## src/hw/serial_slave_defines.svh

```systemverilog
// word width, memory depth, slave id width and frame start code
`ifndef SERIAL_SLAVE_DEFINES_SVH
`define SERIAL_SLAVE_DEFINES_SVH

// bits per memory word, also bits per serial data word
`define DATA_WIDTH 32

// number of words in the slave memory, kept a power of two
`define ADDR_DEPTH 2048

// width of the slave id field in the config frame
`define SLAVE_ID_WIDTH 2

// pattern that opens every config frame
`define START_CODE 3'b111

`endif

```

## src/hw/bus_frame_pkg.sv

```systemverilog
// word, address, id and bit count types plus the config frame struct
`include "serial_slave_defines.svh"

package bus_frame_pkg;

    typedef logic [`DATA_WIDTH-1:0] data_t;

    typedef logic [$clog2(`ADDR_DEPTH)-1:0] addr_t;

    typedef logic [`SLAVE_ID_WIDTH-1:0] slave_id_t;

    // wide enough to hold DATA_WIDTH itself
    typedef logic [$clog2(`DATA_WIDTH):0] bit_count_t;

    typedef logic [$bits(`START_CODE)-1:0] start_t;

    // frame order, MSB sent first
    typedef struct packed {
        start_t    start;
        slave_id_t id;
        logic      rw;
        logic      burst;
        addr_t     addr;
    } bus_cmd_t;

endpackage

```

## src/hw/read_serializer.sv

```systemverilog
// read_serializer module: loaded word shifted out on rD, MSB first
`timescale 1ns/1ps
`include "serial_slave_defines.svh"

module read_serializer (
    input  logic                 clk,
    input  logic                 rstN,
    input  logic                 load,
    input  bus_frame_pkg::data_t load_data,
    output logic                 rD,
    output logic                 word_sent
);
    import bus_frame_pkg::*;

    data_t      shift_reg;
    bit_count_t bit_cnt;
    logic       active;

    // rD rests low between words
    assign rD        = active && shift_reg[`DATA_WIDTH-1];
    assign word_sent = active && (bit_cnt == bit_count_t'(`DATA_WIDTH - 1));

    always_ff @(posedge clk) begin
        if (load) begin
            shift_reg <= load_data;
        end else if (active) begin
            shift_reg <= shift_reg << 1;
        end
    end

    always_ff @(posedge clk or negedge rstN) begin
        if (!rstN) begin
            active  <= 1'b0;
            bit_cnt <= '0;
        end else if (load) begin
            active  <= 1'b1;
            bit_cnt <= '0;
        end else if (active) begin
            bit_cnt <= bit_cnt + 1'b1;
            if (word_sent) begin
                active <= 1'b0;
            end
        end
    end

    // reload only once the current word is on its final bit
    a_load_when_free: assert property (
        @(posedge clk) disable iff (!rstN) load |-> (!active || word_sent)
    );

endmodule

```

## config.mk

```make
export PLATFORM = sky130hd
export DESIGN_NAME = read_serializer
export DESIGN_NICKNAME = d
export VERILOG_FILES = /design/src/hw/bus_frame_pkg.sv /design/src/hw/read_serializer.sv
export VERILOG_INCLUDE_DIRS = /design/src /design/src/hw
export SDC_FILE = /design/constraint.sdc
export NUM_CORES = 1
export LEC_CHECK = 0
export ABC_AREA = 1
export ABC_CLOCK_PERIOD_IN_PS = 4350
export BUFFER_PORTS_ARGS = -buffer_cell sky130_fd_sc_hd__buf_2
export CAP_MARGIN = 20
export CORE_ASPECT_RATIO = 0.7
export CORE_UTILIZATION = 57
export DETAILED_ROUTE_END_ITERATION = 7
export PLACE_DENSITY = 0.8
export RECOVER_POWER = 100
export SLEW_MARGIN = 5
export SYNTH_ARGS = -nofsm -noshare
export SYNTH_HDL_FRONTEND = slang
export SYNTH_SLANG_ARGS = --single-unit
```

## constraint.sdc

```tcl
create_clock -name clk -period 4.35 [get_ports clk]
set_clock_uncertainty 0.15 [all_clocks]
set_input_delay 0.2175 -clock clk [delete_from_list [all_inputs] [get_ports clk]]
set_output_delay 0.2175 -clock clk [all_outputs]
set_load 0.01 [all_outputs]
```

# Yosys cells after proc, flatten, opt, wreduce, memory -nomap -nowiden

Index checks and enable logic that the tools add are counted.

Register bits after elaboration: 39
Input bits: 35
Output and inout port bits: 2
Word-level logic and storage cells: 15

Add/subtract/negate cells: 1
Equal/unequal tests: 1
Muxes and demuxes: 7
Reduce and logical (&&, ||, !) cells: 3

Operator list:

| cell                                          | number |
|---|---|
| 2-to-1 mux 32 bit                             | 2 |
| 2-to-1 mux 6 bit                              | 2 |
| adder 6 x 1 -> 6 bit, second input constant   | 1 |
| == test 6 x 5 -> 1 bit, second input constant | 1 |
| 2-to-1 mux 1 bit                              | 3 |
| logical AND 1 bit                             | 2 |
| nonzero test 2 bit                            | 1 |

# Longest topological paths before layout

Gate-level depths: netlist (run 1).

Depth in word-level cells: 5
Depth in mapped cells: 6
Depth with buffers taken out: 5

# Least setup slack after synthesis (run 1)

Ideal clock, no wire load.

Path type: register to register
Start: reg active
End: reg shift_reg[0] (enable)
Library setup time: 387 ps
Arrival: 1146 ps
Required time: 3813 ps
Slack: 2668 ps
Cell stages (with the launch flop): 3
Buffers on the path: 0
Clock period less this slack: 1682 ps
Cell sequence: dfrtp_1 > nor2_1 > inv_1

Longest elaborated chain between the ends: 1

Ends and longest elaborated chain:

| what                         | RTL line              | text |
|---|---|---|
| from (decl)                  | read_serializer.sv:17 | `logic active;` |
| from (signal assigned)       | read_serializer.sv:33 | `active <= 1'b0;` |
| from (signal assigned)       | read_serializer.sv:36 | `active <= 1'b1;` |
| from (signal assigned)       | read_serializer.sv:41 | `active <= 1'b0;` |
| nonzero test 2 bit (no line) | --                    |  |
| to (signal assigned)         | read_serializer.sv:25 | `shift_reg <= load_data;` |
| to (signal assigned)         | read_serializer.sv:27 | `shift_reg <= shift_reg << 1;` |
| to (decl)                    | read_serializer.sv:15 | `data_t shift_reg;` |

No other way between the ends.
A chain may end at the register's enable or synchronous reset.

# Final worst setup path (run 1)

Start: in load
End: reg shift_reg[8] (data pin)

Longest elaborated chain between the ends: 1

Ends and longest elaborated chain:

| what              | RTL line              | text |
|---|---|---|
| from (decl)       | read_serializer.sv:8  | `input logic load,` |
| 2-to-1 mux 32 bit | read_serializer.sv:24 | `if (load) begin` |

No other way between the ends.

==> results.cfg, run 1 <==
[min_path]
hold_path_depth = 3
min_from = load_data[11]
holdPathEnd = shift_reg[11]$_DFFE_PP_
hold_path.class = in2reg

[routing]
antenna_left = 0
drt-initial-drc-count = 86
wl_per_cell_um = 11.8
postRouteWirelength_um = 3000
vias = 1256
drt-vias-per-instance = 4.94
drc = 0
dr.pass1.iters = 4

[pwr]
power_density_nw_per_um2 = 373
switching_power_uw = 172
ir_worst_vdd_uv = 230
p_leak_uw = 0.000986
swShare = 0.231
combinationalPowerShare = 0.081
p_int_uw = 575
power_frac_seq = 0.598
clkPwrFrac = 0.321

[timing]
setup-tns-final_ns = 0
fin_crit_ns = 2.55
fmax_mhz = 392
fin_crit_sh = 0.586
hold_viol = 0
slew_headroom = 0.0936
tightestPinTransition_ns = 1.36
setup_violations = 0
finalWorstSetupSlack_ns = 1.80
slew_viol_final = 0
grt_setup_unrepaired = false

[layout]
fillerInstances = 237
drive_gt1_frac = 0.197
regArea_um2 = 1140
largest_reg_flops = 32
final_nets = 253
stdcell_area_um2 = 2000
syn2layout_area_growth_pct = 16.0
multiInputGateArea_um2 = 507
antennaDiodeCount = 0

[setup_path]
worst_ep_arrival_time_ns = 2.44
crit_required_ns = 4.24
regToRegSetupSlack_ns = 2.56
r2r-start = active$_DFF_PN0_
cp-end-kind = register
start_kind = primary input
worst-path-max-fanout = 38
crit_type = in2reg
r2r-end = shift_reg[7]$_DFFE_PP_
critPathLaunch = load
r2r_cells = 3

[yosys]
synth.area.top_cells = edfxtp_1, nand2_1, dfrtp_1
yosys.area.top_type_share = 0.557
yosys_warnings = 0
ys_types = 16
yosysTopAreaCell = edfxtp_1
ys_seq_area_frac = 0.659
syn-instance-count = 180
yosys_register_bits = 39
synth_nets = 216
avgSynthCellArea_um2 = 9.58
synthesis.area_um2 = 1720

[floorplanning]
ios = 37
core_area_um2 = 2840
die-width_um = 67.7
rows = 16
start_util = 0.607
die_h_um = 48.0
dieArea_um2 = 3250

[placed_design]
dpl_cell_area_um2 = 1890
place_ws_ns = 2.05
hpwl_um = 2040
portBuffers = 36
gp_congestion = 0.800

[run]
max-cap-violations = 0

[clock_tree]
path_clk_slew_ns = 0.08
cts_sinks = 39
ctsResizeCount = 0
clockBufferDepth = 2
post_cts_buffers = 0
htreeDepth = 2
numCtsBuffers = 5
cts_tree = built
insertion_delay_ns = 0.29
hold_buffers = 1
root_buffer = clkbuf_8

[grt]
grt_overflow = 0
antenna_found_initial = 0
grt_usage = 0.200
grt_first_pass_wirelength_um = 4490
grt_pass1_vias = 1051
grt_max_degree = 39

[status]
status = complete, no violations
-- cell families after synthesis --
| family | Yosys count | share of synthesized area |
|---|---|---|
| AOI/OAI and AO/OA | 4 | 0.0116 |
| adders and majority gates | 1 | 0.00726 |
| buffers and inverters | 14 | 0.0472 |
| DFF | 39 | 0.659 |
| and+or+nand+nor | 122 | 0.275 |
-- worst max-delay path by stage --
stage,to,slack [ns]
6_report,shift_reg[8]$_DFFE_PP_,1.80
5_1_grt,shift_reg[8]$_DFFE_PP_,1.52
4_1_cts,shift_reg[28]$_DFFE_PP_,2.34
3_5_place_dp,shift_reg[15]$_DFFE_PP_,2.05
3_3_place_gp,shift_reg[14]$_DFFE_PP_,2.12
2_1_floorplan,shift_reg[0]$_SDFFCE_PN0P_,2.67
-- cells in the mapped netlist, drive strengths merged --
cell type / n
nand2: 103
edfxtp: 32
nor2: 12
buf: 8
dfrtp: 7
inv: 6
nand3: 4
a21oi: 2
nor3: 2
o21ai: 2
ha: 1
nand3b: 1
-- through the flow --
step / power [µW] / utilization / std cells / hold slack, ns
2_1_floorplan: 491 / - / 180 / -0.228
3_5_place_dp: 515 / 0.665 / 244 / -0.0928
5_1_grt: 775 / 0.703 / 254 / 0.0478
6_report: 747 / 0.703 / 254 / 0.0421
4_1_cts: 750 / 0.700 / 253 / 0.0369
3_3_place_gp: 510 / 0.665 / 244 / -0.0927
-- routing by layer --
layer,track usage,up-vias,wire [µm]
met3,0.0738,5,140
li1,-,645,-
met4,0.0723,0,33
met1,0.254,575,1370
met2,0.319,31,1450
met5,0,-,0
-- placed cells by master, fill, tap and decap left out, types with 2 or more instances in the layout --
| cell type | count |
|---|---|
| nand2_1 | 102 |
| buf_2 | 32 |
| inv_1 | 6 |
| a21oi_1 | 2 |
| nor3_1 | 2 |
| clkinvlp_4 | 2 |
| nor2_1 | 11 |
| dfrtp_1 | 7 |
| clkbuf_1 | 4 |
| nand3_1 | 4 |
| edfxtp_1 | 32 |
| clkbuf_8 | 5 |
| o21ai_0 | 2 |
-- worst max-delay path, stage by stage --
cell	delay (ns)
clkbuf_1	0.97
inv_1	0.91
nand2_1	0.27
nand2_1	0.07
-- layout make-up --
cell class                 instances  area share
clock buffer                       5      0.0344
clock inverter                     3      0.0100
inverter                           6      0.0113
multi-input combinational        127       0.253
sequential                        39       0.568
tap                               36      0.0225
timing repair buffer              38       0.100
-- power by group through the flow --
stage / Combinational (µW) / Clock, µW / Sequential [µW]
4_1_cts: 61.6 / 242 / 446
5_1_grt: 71.2 / 255 / 449
3_5_place_dp: 60.6 / 0 / 454
6_report: 60.7 / 240 / 446
3_3_place_gp: 57.2 / 0 / 453
2_1_floorplan: 39.6 / 0 / 451
Power figures use the tool's default switching activity.
==> run 2: changes to the inputs <==
--- a/config.mk
+++ b/config.mk
@@ -7,13 +7,13 @@
 export NUM_CORES = 1
 export LEC_CHECK = 0
 export ABC_AREA = 1
-export ABC_CLOCK_PERIOD_IN_PS = 4350
+export ABC_CLOCK_PERIOD_IN_PS = 2500
 export BUFFER_PORTS_ARGS = -buffer_cell sky130_fd_sc_hd__buf_2
 export CAP_MARGIN = 20
 export CORE_ASPECT_RATIO = 0.7
-export CORE_UTILIZATION = 57
+export CORE_UTILIZATION = 53
 export DETAILED_ROUTE_END_ITERATION = 7
-export PLACE_DENSITY = 0.8
+export PLACE_DENSITY = 0.75
 export RECOVER_POWER = 100
 export SLEW_MARGIN = 5
 export SYNTH_ARGS = -nofsm -noshare
==> constraint.sdc (replaced) <==
create_clock -name clk -period 2.5 [get_ports clk]
set_clock_uncertainty 0.15 [all_clocks]
set_input_delay 0.125 -clock clk [delete_from_list [all_inputs] [get_ports clk]]
set_output_delay 0.125 -clock clk [all_outputs]
set_load 0.01 [all_outputs]
==> run 2 against run 1 <==
Design area increased by 16%. Clock-buffer cell count rose by 2. Worst hold slack improved by 0.039 ns.
==> results.cfg, run 2 (same netlist as run 1, synthesis figures left out) <==
[clock_tree]
htreeDepth = 2
cts_sinks = 39
insertion_delay_ns = 0.28
root_buffer = clkbuf_8
clockBufferDepth = 2
numCtsBuffers = 5
cts_tree = built
path_clk_slew_ns = 0.07

[floorplanning]
rows = 16
start_util = 0.586
die-width_um = 70.2
dieArea_um2 = 3490
die_h_um = 49.7
ios = 37
core_area_um2 = 2940

[layout]
antennaDiodeCount = 0
syn2layout_area_growth_pct = 34.0
largest_reg_flops = 32
drive_gt1_frac = 0.167
layout_commonest_cell = nand2_1
final_nets = 286
fin_cells = 287
mostFrequentLayoutCells = nand2_1, dlygate4sd3_1, buf_2, edfxtp_1, nor2_1

[timing]
fin_crit_ns = 1.80
setup_violations = 0
setup-tns-final_ns = 0
slew_viol_final = 0
fin_crit_sh = 0.722
timing.hold.ws_ns = 0.0816
fmax_mhz = 554
slew_headroom = 0.286
finalWorstSetupSlack_ns = 0.696
hold_viol = 0
tightestPinTransition_ns = 1.07
grt_setup_unrepaired = false

[setup_path]
regToRegSetupSlack_ns = 0.70
crit_required_ns = 2.26
worst_ep_arrival_time_ns = 1.57
start_kind = register
cp-end-kind = register
crit_type = reg2reg
worst-path-max-fanout = 31

[grt]
antenna_found_initial = 0
grt_pass1_vias = 1339
grt_max_degree = 39
grt_overflow = 0
grt_first_pass_wirelength_um = 6280
grt_usage = 0.242

[status]
status = complete, no violations

[routing]
dr.pass1.iters = 4
drc = 0
drt-initial-drc-count = 136
postRouteWirelength_um = 3620
antenna_left = 0
wl_per_cell_um = 12.6
vias = 1410
drt-vias-per-instance = 4.91

[min_path]
hold_path.class = in2reg

[pwr]
p_int_uw = 1030
switching_power_uw = 287
ir_worst_vdd_uv = 367
combinationalPowerShare = 0.111
total_power_uw = 1320
power_frac_seq = 0.588
clkPwrFrac = 0.302
p_leak_uw = 0.00112
power_density_nw_per_um2 = 572
swShare = 0.217

[placed_design]
gp_congestion = 0.900
dp.cells = 246
place_ws_ns = 0.893
portBuffers = 36
hpwl_um = 2120

[run]
max-cap-violations = 0
==> run 2: final cells by class <==
type / instances / area, µm²
Clock buffer: 7 / 76.3
Tap cell: 36 / 45.0
Clock inverter: 1 / 5.00
Multi-Input combinational cell: 127 / 507
Inverter: 6 / 22.5
Timing Repair Buffer: 71 / 518
Sequential cell: 39 / 1140
Fill cell: 197 / 633
==> run 2: worst max-delay path, stage by stage (launching register included) <==
cell	delay, ns
dfrtp_1	0.47
nor2_1	0.11
inv_1	0.09
clkbuf_2	0.60
==> run 2: power by group through the flow <==
stage	Combinational, µW	Clock [µW]	Sequential (µW)
finish	147	399	776
global route	168	442	782
detailed placement	106	0	790
global placement	101	0	789
floorplan	69.0	0	785
CTS	146	406	777
==> run 2: per-stage QoR <==
stage          utilization  cell area (µm²)
3_3_place_gp         0.648             1910
4_1_cts              0.787             2320
5_1_grt              0.785             2310
3_5_place_dp         0.648             1910
6_report             0.785             2310
2_1_floorplan            -             1720
==> run 2: final timing paths <==
path	startpoint	end	cells after the start
setup / recovery	active$_DFF_PN0_	shift_reg[24]$_DFFE_PP_	3
hold / removal	load	shift_reg[31]$_DFFE_PP_	3
setup reg to reg	active$_DFF_PN0_	shift_reg[24]$_DFFE_PP_	3
hold reg to reg	shift_reg[10]$_DFFE_PP_	shift_reg[11]$_DFFE_PP_	2
max in group asynchronous	rstN	bit_cnt[4]$_DFFE_PN0P_	2
min in group asynchronous	rstN	active$_DFF_PN0_	2
==> run 2: per-layer routing <==
| metal | share of wire | GRT usage |
|---|---|---|
| met3 | 0.051 | 0.0613 |
| met5 | 0 | 0 |
| met4 | 0 | 0.0600 |
| met2 | 0.48 | 0.372 |
| met1 | 0.47 | 0.349 |
==> run 2: repair_timing <==
action | CTS | global route
endpoints found under the hold margin | 39 | 0
buffers inserted | 0 | 0
resized for setup | 0 | 0
hold buffers | 33 | 0
==> run 3: changes to the inputs <==
--- a/config.mk
+++ b/config.mk
@@ -6,8 +6,8 @@
 export SDC_FILE = /design/constraint.sdc
 export NUM_CORES = 1
 export LEC_CHECK = 0
-export ABC_AREA = 1
-export ABC_CLOCK_PERIOD_IN_PS = 2500
+export ABC_AREA = 0
+export ABC_CLOCK_PERIOD_IN_PS = 1900
 export BUFFER_PORTS_ARGS = -buffer_cell sky130_fd_sc_hd__buf_2
 export CAP_MARGIN = 20
 export CORE_ASPECT_RATIO = 0.7
==> constraint.sdc (replaced) <==
create_clock -name clk -period 1.9 [get_ports clk]
set_clock_uncertainty 0.15 [all_clocks]
set_input_delay 0.095 -clock clk [delete_from_list [all_inputs] [get_ports clk]]
set_output_delay 0.095 -clock clk [all_outputs]
set_load 0.01 [all_outputs]
==> run 3 against run 2 <==
First-iteration DRC count is 63% lower. Sequential share of layout area is 0.52 points lower. Critical path depth is 2 higher. Worst hold slack better by 0.011 ns. Via count decreased by 24%. Critical path type is now reg2out. Combinational power grew 39%. Core utilization is 2.1 points higher. Synthesized cell count fell by 44%. Die area is 2.0% lower. Register-to-register slack lost 0.39 ns. Global-route usage decreased by 3.1 points. Wire length decreased by 8.8%.
==> results.cfg, run 3 <==
[setup_path]
cp_cell_sequence = ha_1 > nand2_1 > or3_1 > nor2_1 > buf_2
start_kind = register
crit_type = reg2out
cp_num_buf_inv = 1
r2r_cells = 4
slowest_stage = dfrtp_2
worst_ep_arrival_time_ns = 1.60
r2r-start = active$_DFF_PN0_
crit_required_ns = 1.65
cp-end-kind = output port
regToRegSetupSlack_ns = 0.31
r2r-end = bit_cnt[5]$_DFFE_PN0P_
cpPeakStageDelay_ns = 0.42
worst-path-max-fanout = 3
crit_family = simple AND/OR/NAND/NOR gates

[yosys]
ys_seq_area_frac = 0.673
ys.flop_type = edfxtp_1
yosys.area.top_type_share = 0.569
yosysTopAreaCell = edfxtp_1
synth.area.top_cells = edfxtp_1, mux2_2, dfrtp_1
yosys_warnings = 0
synth_edf_count = 32
synthesis.area_um2 = 1690
synth_nets = 137
synth_commonest_cells = edfxtp_1, mux2_2, dfrtp_1
yosys_register_bits = 39
syn-instance-count = 101
avgSynthCellArea_um2 = 16.7
ys_types = 20
synthArstFlopShare = 0.179
yosysMostFrequentCell = edfxtp_1

[pwr]
combinationalPowerShare = 0.106
ir_worst_vdd_uv = 578
power_density_nw_per_um2 = 819
clkPwrFrac = 0.352
p_int_uw = 1530
p_leak_uw = 0.000973
total_power_uw = 1920
swShare = 0.200
switching_power_uw = 383
power_frac_seq = 0.542

[timing]
fin_crit_ns = 1.85
finalWorstSetupSlack_ns = 0.0521
setup_violations = 0
fin_crit_sh = 0.973
tightestPinTransition_ns = 0.727
timing.hold.ws_ns = 0.0923
slew_headroom = 0.515
slew_viol_final = 0
fmax_mhz = 541
hold_viol = 0

[placed_design]
hpwl_um = 1850
place_ws_ns = 0.341
portBuffers = 36
gp_congestion = 0.782
dpl_cell_area_um2 = 1900

[grt]
grt_pass1_vias = 1120
grt_overflow = 0
grt_util_met1 = 0.253
gr-usage-met3 = 0.0496
antenna_found_initial = 0
grtUsageMet2 = 0.358
top_usage_layer = met2
grt_first_pass_wirelength_um = 5240
grt_max_degree = 33
grt_usage = 0.211

[routing]
antenna_left = 0
drc = 0
dr.pass1.iters = 4
drt-vias-per-instance = 5.04
wl_per_cell_um = 15.5
vias = 1069
postRouteWirelength_um = 3300
drt-initial-drc-count = 50

[clock_tree]
cts_sinks = 39
cts_tree = built
numCtsBuffers = 5
root_buffer = clkbuf_8
insertion_delay_ns = 0.29
clockBufferDepth = 2
htreeDepth = 2
path_clk_slew_ns = 0.08

[layout]
largest_reg_flops = 32
final_nets = 211
utilization = 0.806
syn2layout_area_growth_pct = 38.6
mostFrequentLayoutCells = buf_2, dlygate4sd3_1, edfxtp_1
layout_commonest_cell = buf_2
drive_gt1_frac = 0.443
antennaDiodeCount = 0
stdcell_area_um2 = 2340

[floorplanning]
die_h_um = 49.2
die-width_um = 69.5
start_util = 0.581
rows = 16
ios = 37
dieArea_um2 = 3420
core_area_um2 = 2900

[min_path]
hold_path.class = in2async

[run]
max-cap-violations = 0

[status]
status = complete, no violations
==> run 3: cell types whose count changed after synthesis, sizes merged, moves of 3 or more <==
cell	change
nor2	-6
mux2	+31
nand3	-4
buf	-3
inv	-5
xor2	+3
nand2	-100
==> run 3: worst reg2reg max path, delay by kind of cell (launching register included) <==
family	cells	cell delay, ns
buffers and inverters	1	0.39
AOI/OAI and AO/OA	1	0.15
and+or+nand+nor	2	0.48
DFF	1	0.34
==> run 3: cells by family (layout without fill, tap and decap cells) <==
family	Yosys count	after routing	share of synthesized area
DFF	39	39	0.673
muxes	32	32	0.213
and+or+nand+nor	16	16	0.0549
buffers and inverters	6	81	0.0208
xor gates and xnor gates	4	4	0.0208
AOI/OAI and AO/OA	3	3	0.0104
adders and majority gates	1	1	0.00741
==> run 3: worst max-delay path by stage <==
| stage | to | cells past startpoint | from |
|---|---|---|---|
| final | word_sent | 5 | bit_cnt[0]$_DFFE_PN0P_ |
| after detailed placement | word_sent | 5 | bit_cnt[0]$_DFFE_PN0P_ |
| after CTS | word_sent | 5 | bit_cnt[0]$_DFFE_PN0P_ |
| after global placement | word_sent | 5 | bit_cnt[0]$_DFFE_PN0P_ |
| after floorplan | shift_reg[0]$_SDFFCE_PN0P_ | 2 | active$_DFF_PN0_ |
| after global routing | word_sent | 5 | bit_cnt[0]$_DFFE_PN0P_ |
==> run 3: cell type report <==
class                   count  area [µm²]
fillers                   173         563
repair buffers             72         528
inverters                   1        3.75
flip-flops and latches     39        1140
clock inverters             3        38.8
multi-input cells          56         517
clock buffers               5        68.8
well taps                  36        45.0
==> run 3: metal layers <==
layer	up-vias	part of all wire
li1	520	-
met1	509	0.43
met2	33	0.50
met3	7	0.047
met4	0	0.021
met5	-	0
==> run 3: metrics by stage <==
step / setup TNS (ns) / cells
3_5_place_dp: 0 / 171
3_3_place_gp: 0 / 171
6_report: 0 / 212
2_1_floorplan: 0 / 101
5_1_grt: -0.0000183 / 212
4_1_cts: 0 / 212
==> run 3: what timing repair did <==
item                                    CTS  global route
hold endpoints to repair                 39             0
buffers inserted                          0             0
endpoints found under the setup margin    0             1
resized for setup                         0             2
hold buffers                             33             0
==> run 3: power by group through the flow <==
| stage | clock (µW) | sequential (µW) | combinational [µW] |
|---|---|---|---|
| 2_1_floorplan | 0 | 1050 | 95.0 |
| 3_3_place_gp | 0 | 1050 | 143 |
| 3_5_place_dp | 0 | 1060 | 150 |
| 4_1_cts | 680 | 1040 | 202 |
| 5_1_grt | 713 | 1050 | 223 |
| 6_report | 674 | 1040 | 204 |
